File: src/source/nabp_pkg.sv
package nabp_pkg;

    // ~~~~~~~~~~~~~~~~~~~~
    // data widths
    // ~~~~~~~~~~~~~~~~~~~~

    // projection angle
    localparam int k_angle_length = 8;
    // raw host sample, signed
    localparam int k_sample_length = 12;
    // filtered sample, signed, room for tap gain of 4
    localparam int k_filtered_length = 14;

    // samples per projection and their address width
    localparam int k_s_count = 16;
    localparam int k_s_length = 4;

    // ~~~~~~~~~~~~~~~~~~~~
    // high-pass filter taps
    // ~~~~~~~~~~~~~~~~~~~~

    // oldest sample
    localparam int k_fir_tap_0 = -1;
    // middle sample
    localparam int k_fir_tap_1 = 2;
    // newest sample
    localparam int k_fir_tap_2 = -1;

    // ~~~~~~~~~~~~~~~~~~~~
    // swap control
    // ~~~~~~~~~~~~~~~~~~~~

    // number of swappable line buffers
    localparam int k_rotate = 3;
    localparam int k_rotate_length = 2;

    // controller state encoding
    localparam int k_state_length = 3;
    localparam logic [k_state_length-1:0] k_state_ready = 3'd0;
    localparam logic [k_state_length-1:0] k_state_fill = 3'd1;
    localparam logic [k_state_length-1:0] k_state_fill_and_work_1 = 3'd2;
    localparam logic [k_state_length-1:0] k_state_fill_and_work_2 = 3'd3;
    localparam logic [k_state_length-1:0] k_state_work_1 = 3'd4;
    localparam logic [k_state_length-1:0] k_state_work_2 = 3'd5;

endpackage

File: src/source/filtered_ram_swap_control.sv
`timescale 1ns/1ps

module filtered_ram_swap_control
(
    // global signals
    input  logic clk,
    input  logic reset_n,
    // host side
    input  logic [nabp_pkg::k_angle_length-1:0] hs_angle,
    input  logic hs_has_next_angle,
    input  logic hs_next_angle_ack,
    output logic hs_next_angle,
    // from filter
    input  logic signed [nabp_pkg::k_filtered_length-1:0] filtered_val,
    input  logic filtered_valid,
    // processing side
    input  logic [nabp_pkg::k_s_length-1:0] pr0_s_val,
    input  logic [nabp_pkg::k_s_length-1:0] pr1_s_val,
    input  logic pr_next_angle,
    input  logic pr_done,
    output logic pr_next_angle_ack,
    output logic [nabp_pkg::k_angle_length-1:0] pr0_angle,
    output logic [nabp_pkg::k_angle_length-1:0] pr1_angle,
    output logic pr0_next_angle_valid,
    output logic pr1_next_angle_valid,
    output logic signed [nabp_pkg::k_filtered_length-1:0] pr0_val,
    output logic signed [nabp_pkg::k_filtered_length-1:0] pr1_val
);

    typedef logic [nabp_pkg::k_rotate_length-1:0] rot_t;
    typedef logic [nabp_pkg::k_state_length-1:0] state_t;
    typedef logic signed [nabp_pkg::k_filtered_length-1:0] fval_t;

    localparam rot_t k_last_sel = rot_t'(nabp_pkg::k_rotate - 1);

    state_t state;
    state_t next_state;
    rot_t rotate_sel;
    logic rotate;

    // buffer currently in each role
    rot_t fill_idx;
    rot_t pr0_idx;
    rot_t pr1_idx;

    // per swappable signals
    logic [nabp_pkg::k_rotate-1:0] sw_fill_kick;
    logic [nabp_pkg::k_rotate-1:0] sw_fill_valid;
    logic [nabp_pkg::k_rotate-1:0] sw_fill_done;
    fval_t sw_rd0_val [nabp_pkg::k_rotate];
    fval_t sw_rd1_val [nabp_pkg::k_rotate];

    // fill status of the buffer in fill role
    logic fill_done;

    // ~~~~~~~~~~~~~~~~~~~~
    // role mapping
    // ~~~~~~~~~~~~~~~~~~~~

    // sel 0: fill 0, pr0 1, pr1 2
    // sel 1: fill 2, pr0 0, pr1 1
    // sel 2: fill 1, pr0 2, pr1 0
    always_comb
    begin
        case (rotate_sel)
            2'd0:
            begin
                fill_idx = 2'd0;
                pr0_idx = 2'd1;
                pr1_idx = 2'd2;
            end
            2'd1:
            begin
                fill_idx = 2'd2;
                pr0_idx = 2'd0;
                pr1_idx = 2'd1;
            end
            default:
            begin
                fill_idx = 2'd1;
                pr0_idx = 2'd2;
                pr1_idx = 2'd0;
            end
        endcase
    end

    // steer fill strobes and kick, pick read data
    always_comb
    begin
        sw_fill_valid = '0;
        sw_fill_valid[fill_idx] = filtered_valid;
        // pr1 buffer becomes the fill buffer after rotate
        sw_fill_kick = '0;
        sw_fill_kick[pr1_idx] = rotate;
    end

    assign fill_done = sw_fill_done[fill_idx];
    assign pr0_val = sw_rd0_val[pr0_idx];
    assign pr1_val = sw_rd1_val[pr1_idx];

    // ~~~~~~~~~~~~~~~~~~~~
    // rotate decision
    // ~~~~~~~~~~~~~~~~~~~~
    always_comb
    begin
        rotate = 1'b0;
        hs_next_angle = 1'b0;
        pr_next_angle_ack = 1'b0;
        case (state)
            nabp_pkg::k_state_ready:
            begin
                // host restarts filling on its own
                rotate = hs_next_angle_ack;
            end
            nabp_pkg::k_state_fill:
            begin
                if (fill_done)
                begin
                    hs_next_angle = hs_has_next_angle;
                    // no host ack needed once angles run out
                    if (hs_next_angle_ack || !hs_has_next_angle)
                    begin
                        rotate = 1'b1;
                        pr_next_angle_ack = 1'b1;
                    end
                end
            end
            nabp_pkg::k_state_fill_and_work_1, nabp_pkg::k_state_fill_and_work_2:
            begin
                // both a full line and a waiting processor
                if (fill_done && pr_next_angle)
                begin
                    hs_next_angle = hs_has_next_angle;
                    if (hs_next_angle_ack || !hs_has_next_angle)
                    begin
                        rotate = 1'b1;
                        pr_next_angle_ack = 1'b1;
                    end
                end
            end
            nabp_pkg::k_state_work_1:
            begin
                // drain, last line shifts into pr1
                rotate = pr_next_angle;
                pr_next_angle_ack = pr_next_angle;
            end
            default:
            begin
                // work_2 only waits for pr_done
                rotate = 1'b0;
            end
        endcase
    end

    // next state
    always_comb
    begin
        next_state = state;
        case (state)
            nabp_pkg::k_state_ready:
                if (rotate)
                    next_state = nabp_pkg::k_state_fill;
            nabp_pkg::k_state_fill:
                if (rotate)
                    next_state = hs_has_next_angle ? nabp_pkg::k_state_fill_and_work_1
                                                   : nabp_pkg::k_state_work_1;
            nabp_pkg::k_state_fill_and_work_1, nabp_pkg::k_state_fill_and_work_2:
                if (rotate)
                    next_state = hs_has_next_angle ? nabp_pkg::k_state_fill_and_work_2
                                                   : nabp_pkg::k_state_work_1;
            nabp_pkg::k_state_work_1:
                if (rotate)
                    next_state = nabp_pkg::k_state_work_2;
            nabp_pkg::k_state_work_2:
                if (pr_done)
                    next_state = nabp_pkg::k_state_ready;
            default:
                next_state = nabp_pkg::k_state_ready;
        endcase
    end

    // state and select registers
    always_ff @(posedge clk)
    begin
        if (reset_n)
        begin
            state <= nabp_pkg::k_state_ready;
            rotate_sel <= '0;
            pr0_next_angle_valid <= 1'b0;
            pr1_next_angle_valid <= 1'b0;
        end
        else
        begin
            state <= next_state;
            if (rotate)
            begin
                // wrap after last buffer
                rotate_sel <= (rotate_sel == k_last_sel) ? '0 : rotate_sel + 1'b1;
                pr0_next_angle_valid <= hs_has_next_angle;
                pr1_next_angle_valid <= pr0_next_angle_valid;
            end
        end
    end

    // angles move with the data
    always_ff @(posedge clk)
    begin
        if (rotate)
        begin
            pr0_angle <= hs_angle;
            pr1_angle <= pr0_angle;
        end
    end

    // ~~~~~~~~~~~~~~~~~~~~
    // line buffers
    // ~~~~~~~~~~~~~~~~~~~~
    for (genvar i = 0; i < nabp_pkg::k_rotate; i++)
    begin : sw_gen
        // port 0 serves pr0, port 1 serves pr1
        filtered_ram_swappable swappable_i
        (
            .clk(clk),
            .reset_n(reset_n),
            .fill_kick(sw_fill_kick[i]),
            .fill_val(filtered_val),
            .fill_valid(sw_fill_valid[i]),
            .rd0_s_val(pr0_s_val),
            .rd1_s_val(pr1_s_val),
            .fill_done(sw_fill_done[i]),
            .rd0_val(sw_rd0_val[i]),
            .rd1_val(sw_rd1_val[i])
        );
    end

endmodule

File: src/source/filtered_ram_swappable.sv
`timescale 1ns/1ps

module filtered_ram_swappable
(
    // global signals
    input  logic clk,
    input  logic reset_n,
    // fill side
    input  logic fill_kick,
    input  logic signed [nabp_pkg::k_filtered_length-1:0] fill_val,
    input  logic fill_valid,
    // read side, two independent addresses
    input  logic [nabp_pkg::k_s_length-1:0] rd0_s_val,
    input  logic [nabp_pkg::k_s_length-1:0] rd1_s_val,
    // fill status
    output logic fill_done,
    // read data, one cycle after address
    output logic signed [nabp_pkg::k_filtered_length-1:0] rd0_val,
    output logic signed [nabp_pkg::k_filtered_length-1:0] rd1_val
);

    typedef logic [nabp_pkg::k_s_length-1:0] addr_t;
    typedef logic signed [nabp_pkg::k_filtered_length-1:0] fval_t;

    // last address of a projection
    localparam addr_t k_last_addr = addr_t'(nabp_pkg::k_s_count - 1);

    // line storage
    fval_t mem [nabp_pkg::k_s_count];

    // write pointer, counts filtered strobes since kick
    addr_t wr_ptr;
    logic wr_en;

    // extra strobes past a full line are dropped
    assign wr_en = fill_valid && !fill_done;

    // ~~~~~~~~~~~~~~~~~~~~
    // fill control
    // ~~~~~~~~~~~~~~~~~~~~
    always_ff @(posedge clk)
    begin
        if (reset_n)
        begin
            wr_ptr <= '0;
            fill_done <= 1'b0;
        end
        else if (fill_kick)
        begin
            // restart at first sample
            wr_ptr <= '0;
            fill_done <= 1'b0;
        end
        else if (wr_en)
        begin
            wr_ptr <= wr_ptr + 1'b1;
            // set on the edge writing the last sample
            if (wr_ptr == k_last_addr)
            begin
                fill_done <= 1'b1;
            end
        end
    end

    // memory write
    always_ff @(posedge clk)
    begin
        if (wr_en && !fill_kick)
        begin
            mem[wr_ptr] <= fill_val;
        end
    end

    // ~~~~~~~~~~~~~~~~~~~~
    // read ports
    // ~~~~~~~~~~~~~~~~~~~~

    // registered, fixed latency of one
    always_ff @(posedge clk)
    begin
        rd0_val <= mem[rd0_s_val];
        rd1_val <= mem[rd1_s_val];
    end

endmodule

File: src/source/nabp_filter_stage.sv
`timescale 1ns/1ps

module nabp_filter_stage
(
    // global signals
    input  logic clk,
    input  logic reset_n,
    // host side
    input  logic [nabp_pkg::k_angle_length-1:0] hs_angle,
    input  logic hs_has_next_angle,
    input  logic hs_next_angle_ack,
    input  logic signed [nabp_pkg::k_sample_length-1:0] hs_sample,
    input  logic hs_sample_valid,
    output logic hs_next_angle,
    // processing side
    input  logic [nabp_pkg::k_s_length-1:0] pr0_s_val,
    input  logic [nabp_pkg::k_s_length-1:0] pr1_s_val,
    input  logic pr_next_angle,
    input  logic pr_done,
    output logic pr_next_angle_ack,
    output logic [nabp_pkg::k_angle_length-1:0] pr0_angle,
    output logic [nabp_pkg::k_angle_length-1:0] pr1_angle,
    output logic pr0_next_angle_valid,
    output logic pr1_next_angle_valid,
    output logic signed [nabp_pkg::k_filtered_length-1:0] pr0_val,
    output logic signed [nabp_pkg::k_filtered_length-1:0] pr1_val
);

    // filter to swap control
    logic signed [nabp_pkg::k_filtered_length-1:0] filtered_val;
    logic filtered_valid;

    // history cleared on each host ack
    projection_fir fir_i
    (
        .clk(clk),
        .reset_n(reset_n),
        .angle_start(hs_next_angle_ack),
        .hs_sample(hs_sample),
        .hs_sample_valid(hs_sample_valid),
        .filtered_val(filtered_val),
        .filtered_valid(filtered_valid)
    );

    filtered_ram_swap_control swap_control_i
    (
        .clk(clk),
        .reset_n(reset_n),
        .hs_angle(hs_angle),
        .hs_has_next_angle(hs_has_next_angle),
        .hs_next_angle_ack(hs_next_angle_ack),
        .hs_next_angle(hs_next_angle),
        .filtered_val(filtered_val),
        .filtered_valid(filtered_valid),
        .pr0_s_val(pr0_s_val),
        .pr1_s_val(pr1_s_val),
        .pr_next_angle(pr_next_angle),
        .pr_done(pr_done),
        .pr_next_angle_ack(pr_next_angle_ack),
        .pr0_angle(pr0_angle),
        .pr1_angle(pr1_angle),
        .pr0_next_angle_valid(pr0_next_angle_valid),
        .pr1_next_angle_valid(pr1_next_angle_valid),
        .pr0_val(pr0_val),
        .pr1_val(pr1_val)
    );

endmodule

File: src/source/projection_fir.sv
`timescale 1ns/1ps

module projection_fir
(
    // global signals
    input  logic clk,
    input  logic reset_n,
    // host ack, marks a new projection
    input  logic angle_start,
    // raw samples from host
    input  logic signed [nabp_pkg::k_sample_length-1:0] hs_sample,
    input  logic hs_sample_valid,
    // filtered samples to swap control
    output logic signed [nabp_pkg::k_filtered_length-1:0] filtered_val,
    output logic filtered_valid
);

    // filtered sample type, also used to widen samples and taps
    typedef logic signed [nabp_pkg::k_filtered_length-1:0] fval_t;
    typedef logic signed [nabp_pkg::k_sample_length-1:0] sample_t;

    // two previous samples of current projection
    sample_t prev_1;
    sample_t prev_2;

    // history as seen by this cycle's sample
    sample_t hist_1;
    sample_t hist_2;
    fval_t tap_sum;

    // a new angle starts with empty history
    assign hist_1 = angle_start ? '0 : prev_1;
    assign hist_2 = angle_start ? '0 : prev_2;

    // weighted sum, oldest to newest
    assign tap_sum = fval_t'(nabp_pkg::k_fir_tap_0) * fval_t'(hist_2)
                   + fval_t'(nabp_pkg::k_fir_tap_1) * fval_t'(hist_1)
                   + fval_t'(nabp_pkg::k_fir_tap_2) * fval_t'(hs_sample);

    // ~~~~~~~~~~~~~~~~~~~~
    // sample history
    // ~~~~~~~~~~~~~~~~~~~~
    always_ff @(posedge clk)
    begin
        if (hs_sample_valid)
        begin
            // shift in newest sample
            prev_2 <= hist_1;
            prev_1 <= hs_sample;
        end
        else if (angle_start)
        begin
            // projections are filtered independently
            prev_1 <= '0;
            prev_2 <= '0;
        end
    end

    // registered output, one cycle after the strobe
    always_ff @(posedge clk)
    begin
        if (reset_n)
        begin
            filtered_valid <= 1'b0;
        end
        else
        begin
            filtered_valid <= hs_sample_valid;
        end
    end

    // payload, no reset
    always_ff @(posedge clk)
    begin
        if (hs_sample_valid)
        begin
            filtered_val <= tap_sum;
        end
    end

endmodule

File: config.mk
export PLATFORM = sky130hd
export DESIGN_NAME = nabp_filter_stage
export DESIGN_NICKNAME = d
export VERILOG_FILES = /design/src/source/nabp_pkg.sv /design/src/source/filtered_ram_swap_control.sv /design/src/source/filtered_ram_swappable.sv /design/src/source/nabp_filter_stage.sv /design/src/source/projection_fir.sv
export SDC_FILE = /design/constraint.sdc
export NUM_CORES = 1
export LEC_CHECK = 0
export ABC_AREA = 0
export ABC_CLOCK_PERIOD_IN_PS = 3400
export BUFFER_PORTS_ARGS = -buffer_cell sky130_fd_sc_hd__clkbuf_2
export CAP_MARGIN = 20
export CELL_PAD_IN_SITES_DETAIL_PLACEMENT = 0
export CELL_PAD_IN_SITES_GLOBAL_PLACEMENT = 1
export CORE_ASPECT_RATIO = 1.5
export CORE_MARGIN = 2
export CORE_UTILIZATION = 35
export CTS_BUF_LIST = sky130_fd_sc_hd__clkbuf_4 sky130_fd_sc_hd__clkbuf_8
export CTS_CLUSTER_DIAMETER = 150
export DETAILED_ROUTE_END_ITERATION = 12
export GPL_TIMING_DRIVEN = 0
export HOLD_SLACK_MARGIN = 0.02
export PLACE_DENSITY = 0.64
export SLEW_MARGIN = 40
export SYNTH_ARGS = -nofsm -noshare
export SYNTH_HDL_FRONTEND = slang
export SYNTH_HIERARCHICAL = 1
export SYNTH_SLANG_ARGS = --single-unit
File: constraint.sdc
create_clock -name clk -period 3.4 [get_ports clk]
set_clock_uncertainty 0.15 [all_clocks]
set_input_delay 0.51 -clock clk [delete_from_list [all_inputs] [get_ports clk]]
set_output_delay 0.51 -clock clk [all_outputs]
set_load 0.02 [all_outputs]
* Word level (Yosys, flattened, before mapping)
Memory sizes are Yosys's and may differ from the RTL's. A register that Yosys moved wholly into a read port is not among the register bits.
Index checks and enable logic that the tools add are counted.
** Word-level totals
- Memory bits (writable) :: 672
- Memories kept :: 3
- Memory bits (read-only) :: 0
- Output and inout port bits :: 48
- Word-level logic and storage cells :: 121
- Register bits :: 77
- Bits in latches :: 0
- Input bits :: 35
** Operators by class
- Mux-type cells :: 42
- Divide/modulo/power cells :: 0
- $mul :: 0
- Add/subtract/negate cells :: 8
- $lt $le $gt $ge :: 6
- Bitwise operators :: 4
- Equality and inequality tests :: 15
- Shifts and indexed selects :: 0
- Reduce and logical (&&, ||, !) cells :: 27
** Memory list
- swap_control_i.sw_gen[0].swappable_i.mem :: words 16, bits a word 14, rd ports 2, clocked after memory_dff 2, write ports 1, line filtered_ram_swappable.sv:29 : fval_t mem [nabp_pkg::k_s_count];
- swap_control_i.sw_gen[1].swappable_i.mem :: words 16, bits a word 14, rd ports 2, clocked after memory_dff 2, write ports 1, line filtered_ram_swappable.sv:29
- swap_control_i.sw_gen[2].swappable_i.mem :: words 16, bits a word 14, rd ports 2, clocked after memory_dff 2, write ports 1, line filtered_ram_swappable.sv:29
** Operators by type and width (number)
- $bmux W14 S2 :: 2
- $mux W14 :: 4
- $mux W12 :: 4
- $neg A12 Y14 :: 2
- $mux W3 :: 7
- $pmux W3 S5 :: 1
- $add A14 B13 Y14 :: 1
- $add A14 B14 Y14 :: 1
- $mux W1 :: 14
- $add A4 B1 Y4 const B :: 3
- $eq A4 B4 Y1 const B :: 3
- $pmux W2 S2 :: 3
- $logic_and A1 B1 Y1 :: 9
- $ne A2 B1 Y1 const B :: 4
- $reduce_or A2 Y1 :: 4
- $logic_not A1 Y1 :: 7
- $and A3 B3 Y3 :: 2
- $eq A3 B2 Y1 const B :: 2
- $eq A3 B3 Y1 const B :: 2
- $ge A3 B3 Y1 const B :: 2
- $lt A2 B3 Y1 const B :: 2
- $not A2 Y3 :: 2
- $reduce_and A2 Y1 :: 3
- $reduce_and A5 Y1 :: 1
- 15 further kinds :: 17

* Logic depth before layout (Yosys ltp)
- Depth in word-level cells :: 12
- Gate-level depth with buffers :: 10
- Depth with buffers taken out :: 9

* Modules after synthesis
The synthesis kept the hierarchy.
** Modules (own cells, without submodules)
- filtered_ram_swappable at swap_control_i.sw_gen[1].swappable_i ... :: cells each 542, area each 10990.5 sq um, instances 2, seq. area each 7387.1 sq um
- filtered_ram_swappable at swap_control_i.sw_gen[0].swappable_i :: cells each 540, area each 10991.8 sq um, instances 1, seq. area each 7387.1 sq um
- projection_fir :: cells each 208, area each 2228.4 sq um, instances 1, seq. area each 920.9 sq um
- filtered_ram_swap_control :: cells each 171, area each 1561.5 sq um, instances 1, seq. area each 620.6 sq um

* Worst setup path after synthesis
No wires, ideal clock.
- Kind :: in2reg
- From :: in pr_next_angle
- To :: mem swap_control_i/sw_gen[2].swappable_i/mem[4][0] (netlist bit), enable pin
- Cell stages on the path :: 7
- Library setup time :: 0.421 ns
- Required time :: 2.829 ns
- Arrival :: 2.973 ns
- Buffers on the path :: 1
- Path slack :: -0.144 ns
- Cell sequence :: mux2i_2 nor3_4 a21oi_4 nor3_1 clkbuf_1 nand2b_1 nor4_1
** On the way
- Cells in the longest elaborated chain, start to end :: 8
** RTL lines
- start, declared :: line nabp_filter_stage.sv:18 : input logic pr_next_angle,
- $logic_and A1 B1 Y1 :: line filtered_ram_swap_control.sv:131 : if (fill_done && pr_next_angle)
- $mux W1 :: line filtered_ram_swap_control.sv:131
- $pmux W1 S4 * :: line filtered_ram_swap_control.sv:109 : case (state)
- $and A3 B3 Y3 (no line) *
- named net swap_control_i.sw_fill_kick (one bit) :: line filtered_ram_swap_control.sv:47 : logic [nabp_pkg::k_rotate-1:0] sw_fill_kick;
- $logic_not A1 Y1 * :: line filtered_ram_swappable.sv:68 : if (wr_en && !fill_kick)
- $logic_and A1 B1 Y1 * :: line filtered_ram_swappable.sv:68
- $mux W1 * :: line filtered_ram_swappable.sv:68
- $mux W1 (not written as such) * :: line filtered_ram_swappable.sv:70 : mem[wr_ptr] <= fill_val;
- end, declared :: line filtered_ram_swappable.sv:29
The timed path passes the listed nets; every way through them passes the cells marked *.

* Worst setup path after layout
- From :: reg swap_control_i.rotate_sel[0]
- To :: mem swap_control_i/sw_gen[1].swappable_i/mem[2][6] (netlist bit), enable pin
** On the way
- Cells in the longest elaborated chain, start to end :: 12
- Elaborated cells on any way between the ends :: 27
- Classes of those cells :: order compare (4); eq/ne (1); mux (13); bitwise (2); reduce/logical (7)
** RTL lines
- start, declared :: line filtered_ram_swap_control.sv:38 : rot_t rotate_sel;
- start signal, assigned :: line filtered_ram_swap_control.sv:198 : rotate_sel <= (rotate_sel == k_last_sel) ? '0 : rotate_sel + 1'b1;
- $eq A2 B1 Y1 / $logic_not A2 Y1 (equally long branches) :: line filtered_ram_swap_control.sv:65 : case (rotate_sel)
- $pmux W2 S2 :: line filtered_ram_swap_control.sv:65
- $bmux W1 S2 :: line filtered_ram_swap_control.sv:97 : assign fill_done = sw_fill_done[fill_idx];
- $mux W1 (not written as such) :: line filtered_ram_swap_control.sv:97
- $logic_and A1 B1 Y1 :: line filtered_ram_swap_control.sv:131
- $mux W1 :: line filtered_ram_swap_control.sv:131
- $pmux W1 S4 :: line filtered_ram_swap_control.sv:109
- $and A3 B3 Y3 (no line) *
- named net swap_control_i.sw_fill_kick (one bit) :: line filtered_ram_swap_control.sv:47
- $logic_not A1 Y1 * :: line filtered_ram_swappable.sv:68
- $logic_and A1 B1 Y1 * :: line filtered_ram_swappable.sv:68
- $mux W1 * :: line filtered_ram_swappable.sv:68
- $mux W1 (not written as such) * :: line filtered_ram_swappable.sv:70
- end, declared :: line filtered_ram_swappable.sv:29
The timed path passes the listed nets; every way through them passes the cells marked *. The select of a mux whose other input is x is not followed.

==> results.ini <==
[status]
outcome=complete, no violations

[finish]
postLayoutCoreUtil_pct=41.3
final_net_count=2401
layout-drive-gt1-share_pct=36.1
fillCellCount=9374
fin_cells=3825
final_cell_mix=702 x edfxtp_1, 336 x mux4_2, 168 x a22oi_1
layout_commonest_cell=edfxtp_1
final_cell_area_sq_um=43000
area_delta_synth_final_pct=16.9

[synthesis]
yosysWarnings=6
syn_nets=2076
ys_types=62
yosys_register_bits=833
synth_top_area_cell=edfxtp_1
yosysSeqAreaShare_pct=64.5
synth.avg_cell_area_sq_um=18.4
synth.top_cells.by_area=edfxtp_1 57%, mux4_2 21%, dfxtp_1 7.1%, a22oi_1 3.4%, nand2_1 1.4%
async_flop_share_pct=0
yosysTopAreaCellShare_pct=57.3
synth_area_sq_um=36800
synth-edff-count=702
synth_ff_type=edfxtp_1
syn-instance-count=2003

[route]
routed_wl_microns=110000
drcViolationCount=0
wl_per_cell_microns=28.8
vias=21400
via_per_inst=5.60
ant_nets=0
drt-initial-drc-count=1882
drtPass1Iterations=5

[power_and_ir_drop]
pwr-share-seq_pct=50.3
p_int_mw=17.7
p_leak_nw=14.3
power.net_switching_mw=6.24
power_density_nw_per_um2=556
p_sw_share_pct=26.1
irDropWorstVdd_uv=361
clock_power_share_pct=36.5
p_comb_share_pct=13.2

[clock_network]
ctsHtreeMaxLevel=4
cts_tree=done
clock_latency_ns=0.81
cts_inserted_buffers=130
clockBufferDepth=3
clkSlewWorstSetupHoldPaths_ns=0.06
clock_sinks=833
root_buffer=clkbuf_8

[setup_path]
r2r_cells=11
critPathCaptureType=register
timing.rr.start=swap_control_i/rotate_sel[0]
worst-path-buf-inv=5
arrival_ns=3.73
crit_family=buffers and inverters
r2r_end=swap_control_i/sw_gen[1].swappable_i/mem[2][6]
crit_type=reg -> reg
critical_path_required_ns=3.76
critPathMostFrequentCell=buf_2
start_kind=register
worstPathCellList=buf_4 -> mux2i_4 -> o21ai_2 -> a21oi_4 -> nor3b_2 -> clkbuf_1 -> nand2b_2 -> nor4_2 -> buf_2 -> buf_2 -> buf_2
rrSetupSlack_ns=0.03
cpPeakStageDelay_ns=0.38
crit_path_top_delay_cell=mux2i_4
cp_max_fo=9

[placement]
placed_area_sq_um=39900
placed_cells=3560
gp_congestion=0.888
port_buffers=78
dp_hpwl_microns=80100

[timing]
finalSetupViolCount=0
drv_slew=0
finalCritPeriodShare_pct=99.2
rsz0062_at_grt=yes
worst_pin_slew_ns=0.912
max_freq_ghz=0.296
fin_crit_ns=3.37
finalHoldViolCount=0
whs_ns=0.132
max_slew_margin_pct=39.2

[global_routing]
grt_pass1_wl_microns=157000
grt_pass1_vias=22700
grt_max_degree=23
grt_overflow=0
gr-usage-all-layers_pct=20.6
antenna_found_initial=6

[worst_hold_path]
hold_depth=5
hp-class=in -> reg
worstHoldStart=pr_next_angle
hold_end=swap_control_i/state[0]

[floorplanning]
die_y_microns=401
start_util_pct=35.3
placementRows=145
core_area_sq_um=104000
die_w_microns=269
io_pins=83
die_area_sq_um=108000

[flow_run]
cap_violations=0

==> flip-flops by register name (all words and copies together), names as in the netlist <==
name	count
swap_control_i/sw_gen.swappable_i/rd0_val	42
swap_control_i/sw_gen.swappable_i/fill_done	3
swap_control_i/pr1_next_angle_valid	1
fir_i/filtered_valid	1
swap_control_i/state	3
fir_i/prev_1	12
swap_control_i/sw_gen.swappable_i/wr_ptr	12
fir_i/prev_2	12
swap_control_i/sw_gen.swappable_i/rd1_val	42
swap_control_i/pr1_angle	8
fir_i/filtered_val	14
swap_control_i/rotate_sel	2
swap_control_i/pr0_angle	8
swap_control_i/sw_gen.swappable_i/mem	672
swap_control_i/pr0_next_angle_valid	1
==> cells in the mapped netlist, drive strengths merged, types with 7 or more instances <==
cell type and n:
a21oi 12, a22oi 168, and2 19, and3 18, buf 64, clkbuf 58, dfxtp 131, edfxtp 702
fa 12, ha 26, inv 24, mux2 15, mux2i 38, mux4 336, nand2 138, nand2b 26
nor2 28, nor2b 34, nor3 27, nor4 11, o21ai 51, xnor2 7, xor2 8
==> power by group through the flow <==
stage / clock network, mW / logic [mW] / registers (mW)
after floorplan: 0 / 1.40 / 12.4
after global placement: 0 / 2.21 / 12.8
after detailed placement: 0 / 3.11 / 12.2
after CTS: 8.95 / 3.17 / 12.0
after global routing: 9.36 / 3.33 / 12.0
final: 8.73 / 3.15 / 12.0
==> cell type report <==
type                       instances  area (sq um)  area share, %
sequential                       833         23700           55.1
clock buffer                     186          2300           5.34
antenna                            2          5.00         0.0116
timing repair buffer             194          1490           3.47
clock inverter                    45           373          0.867
tap                             1396          1750           4.06
buffer                           121           722           1.68
multi-input combinational       1024         12600           29.2
inverter                          24          90.1          0.210
==> how the worst max path moves through the flow <==
| stage | from | end | slack, ns | cells past startpoint |
|---|---|---|---|---|
| floorplan | pr_next_angle | swap_control_i/sw_gen[2].swappable_i/mem[2][0] | -0.09 | 7 |
| CTS | swap_control_i/rotate_sel[0] | pr0_val[7] | -0.05 | 5 |
| global placement | swap_control_i/rotate_sel[0] | swap_control_i/sw_gen[1].swappable_i/mem[2][7] | -2.77 | 8 |
| finish | swap_control_i/rotate_sel[0] | swap_control_i/sw_gen[1].swappable_i/mem[2][6] | 0.03 | 11 |
| global route | swap_control_i/rotate_sel[0] | pr0_val[9] | -0.06 | 5 |
| detailed placement | swap_control_i/rotate_sel[0] | swap_control_i/sw_gen[1].swappable_i/mem[8][6] | -0.63 | 10 |
==> layer usage <==
| metal | global-route usage (%) | wire, microns |
|---|---|---|
| met1 | 23.5 | 38900 |
| met5 | 0 | 89 |
| met4 | 11.1 | 6220 |
| met3 | 4.24 | 6950 |
| met2 | 36.0 | 58100 |
==> logic make-up after synthesis <==
group                      Yosys count  synth area share, %
buffers and inverters              146                 2.18
xor gates and xnor gates            15                0.357
adders and majority gates           38                 1.54
and+or+nand+nor                    323                 4.38
muxes                              389                 22.1
AOI/OAI and AO/OA                  259                 4.96
DFF                                833                 64.5
==> through the flow <==
stage / TNS (ns) / total power, mW / worst slack, ns
after detailed placement: -160.04 / 15.3 / -0.626
after global routing: -0.109 / 24.7 / -0.0566
final: 0 / 23.9 / 0.0271
after CTS: -0.123 / 24.1 / -0.0469
after global placement: -565.97 / 15.0 / -2.77
after floorplan: -4.97 / 13.8 / -0.0901
==> worst min-delay path: cells and delay by family <==
kind                   cells  cell delay [ns]
muxes                      1             0.12
buffers and inverters      1             0.12
and+or+nand+nor            1             0.05
AOI/OAI and AO/OA          2             0.24
==> repair_timing <==
action	in CTS	in global routing
gates resized for setup	30	7
hold endpoints to repair	40	0
pin swaps	5	3
buffers inserted	7	1
hold buffers	24	0
setup endpoints to repair	555	140
Power figures use the tool's default switching activity.
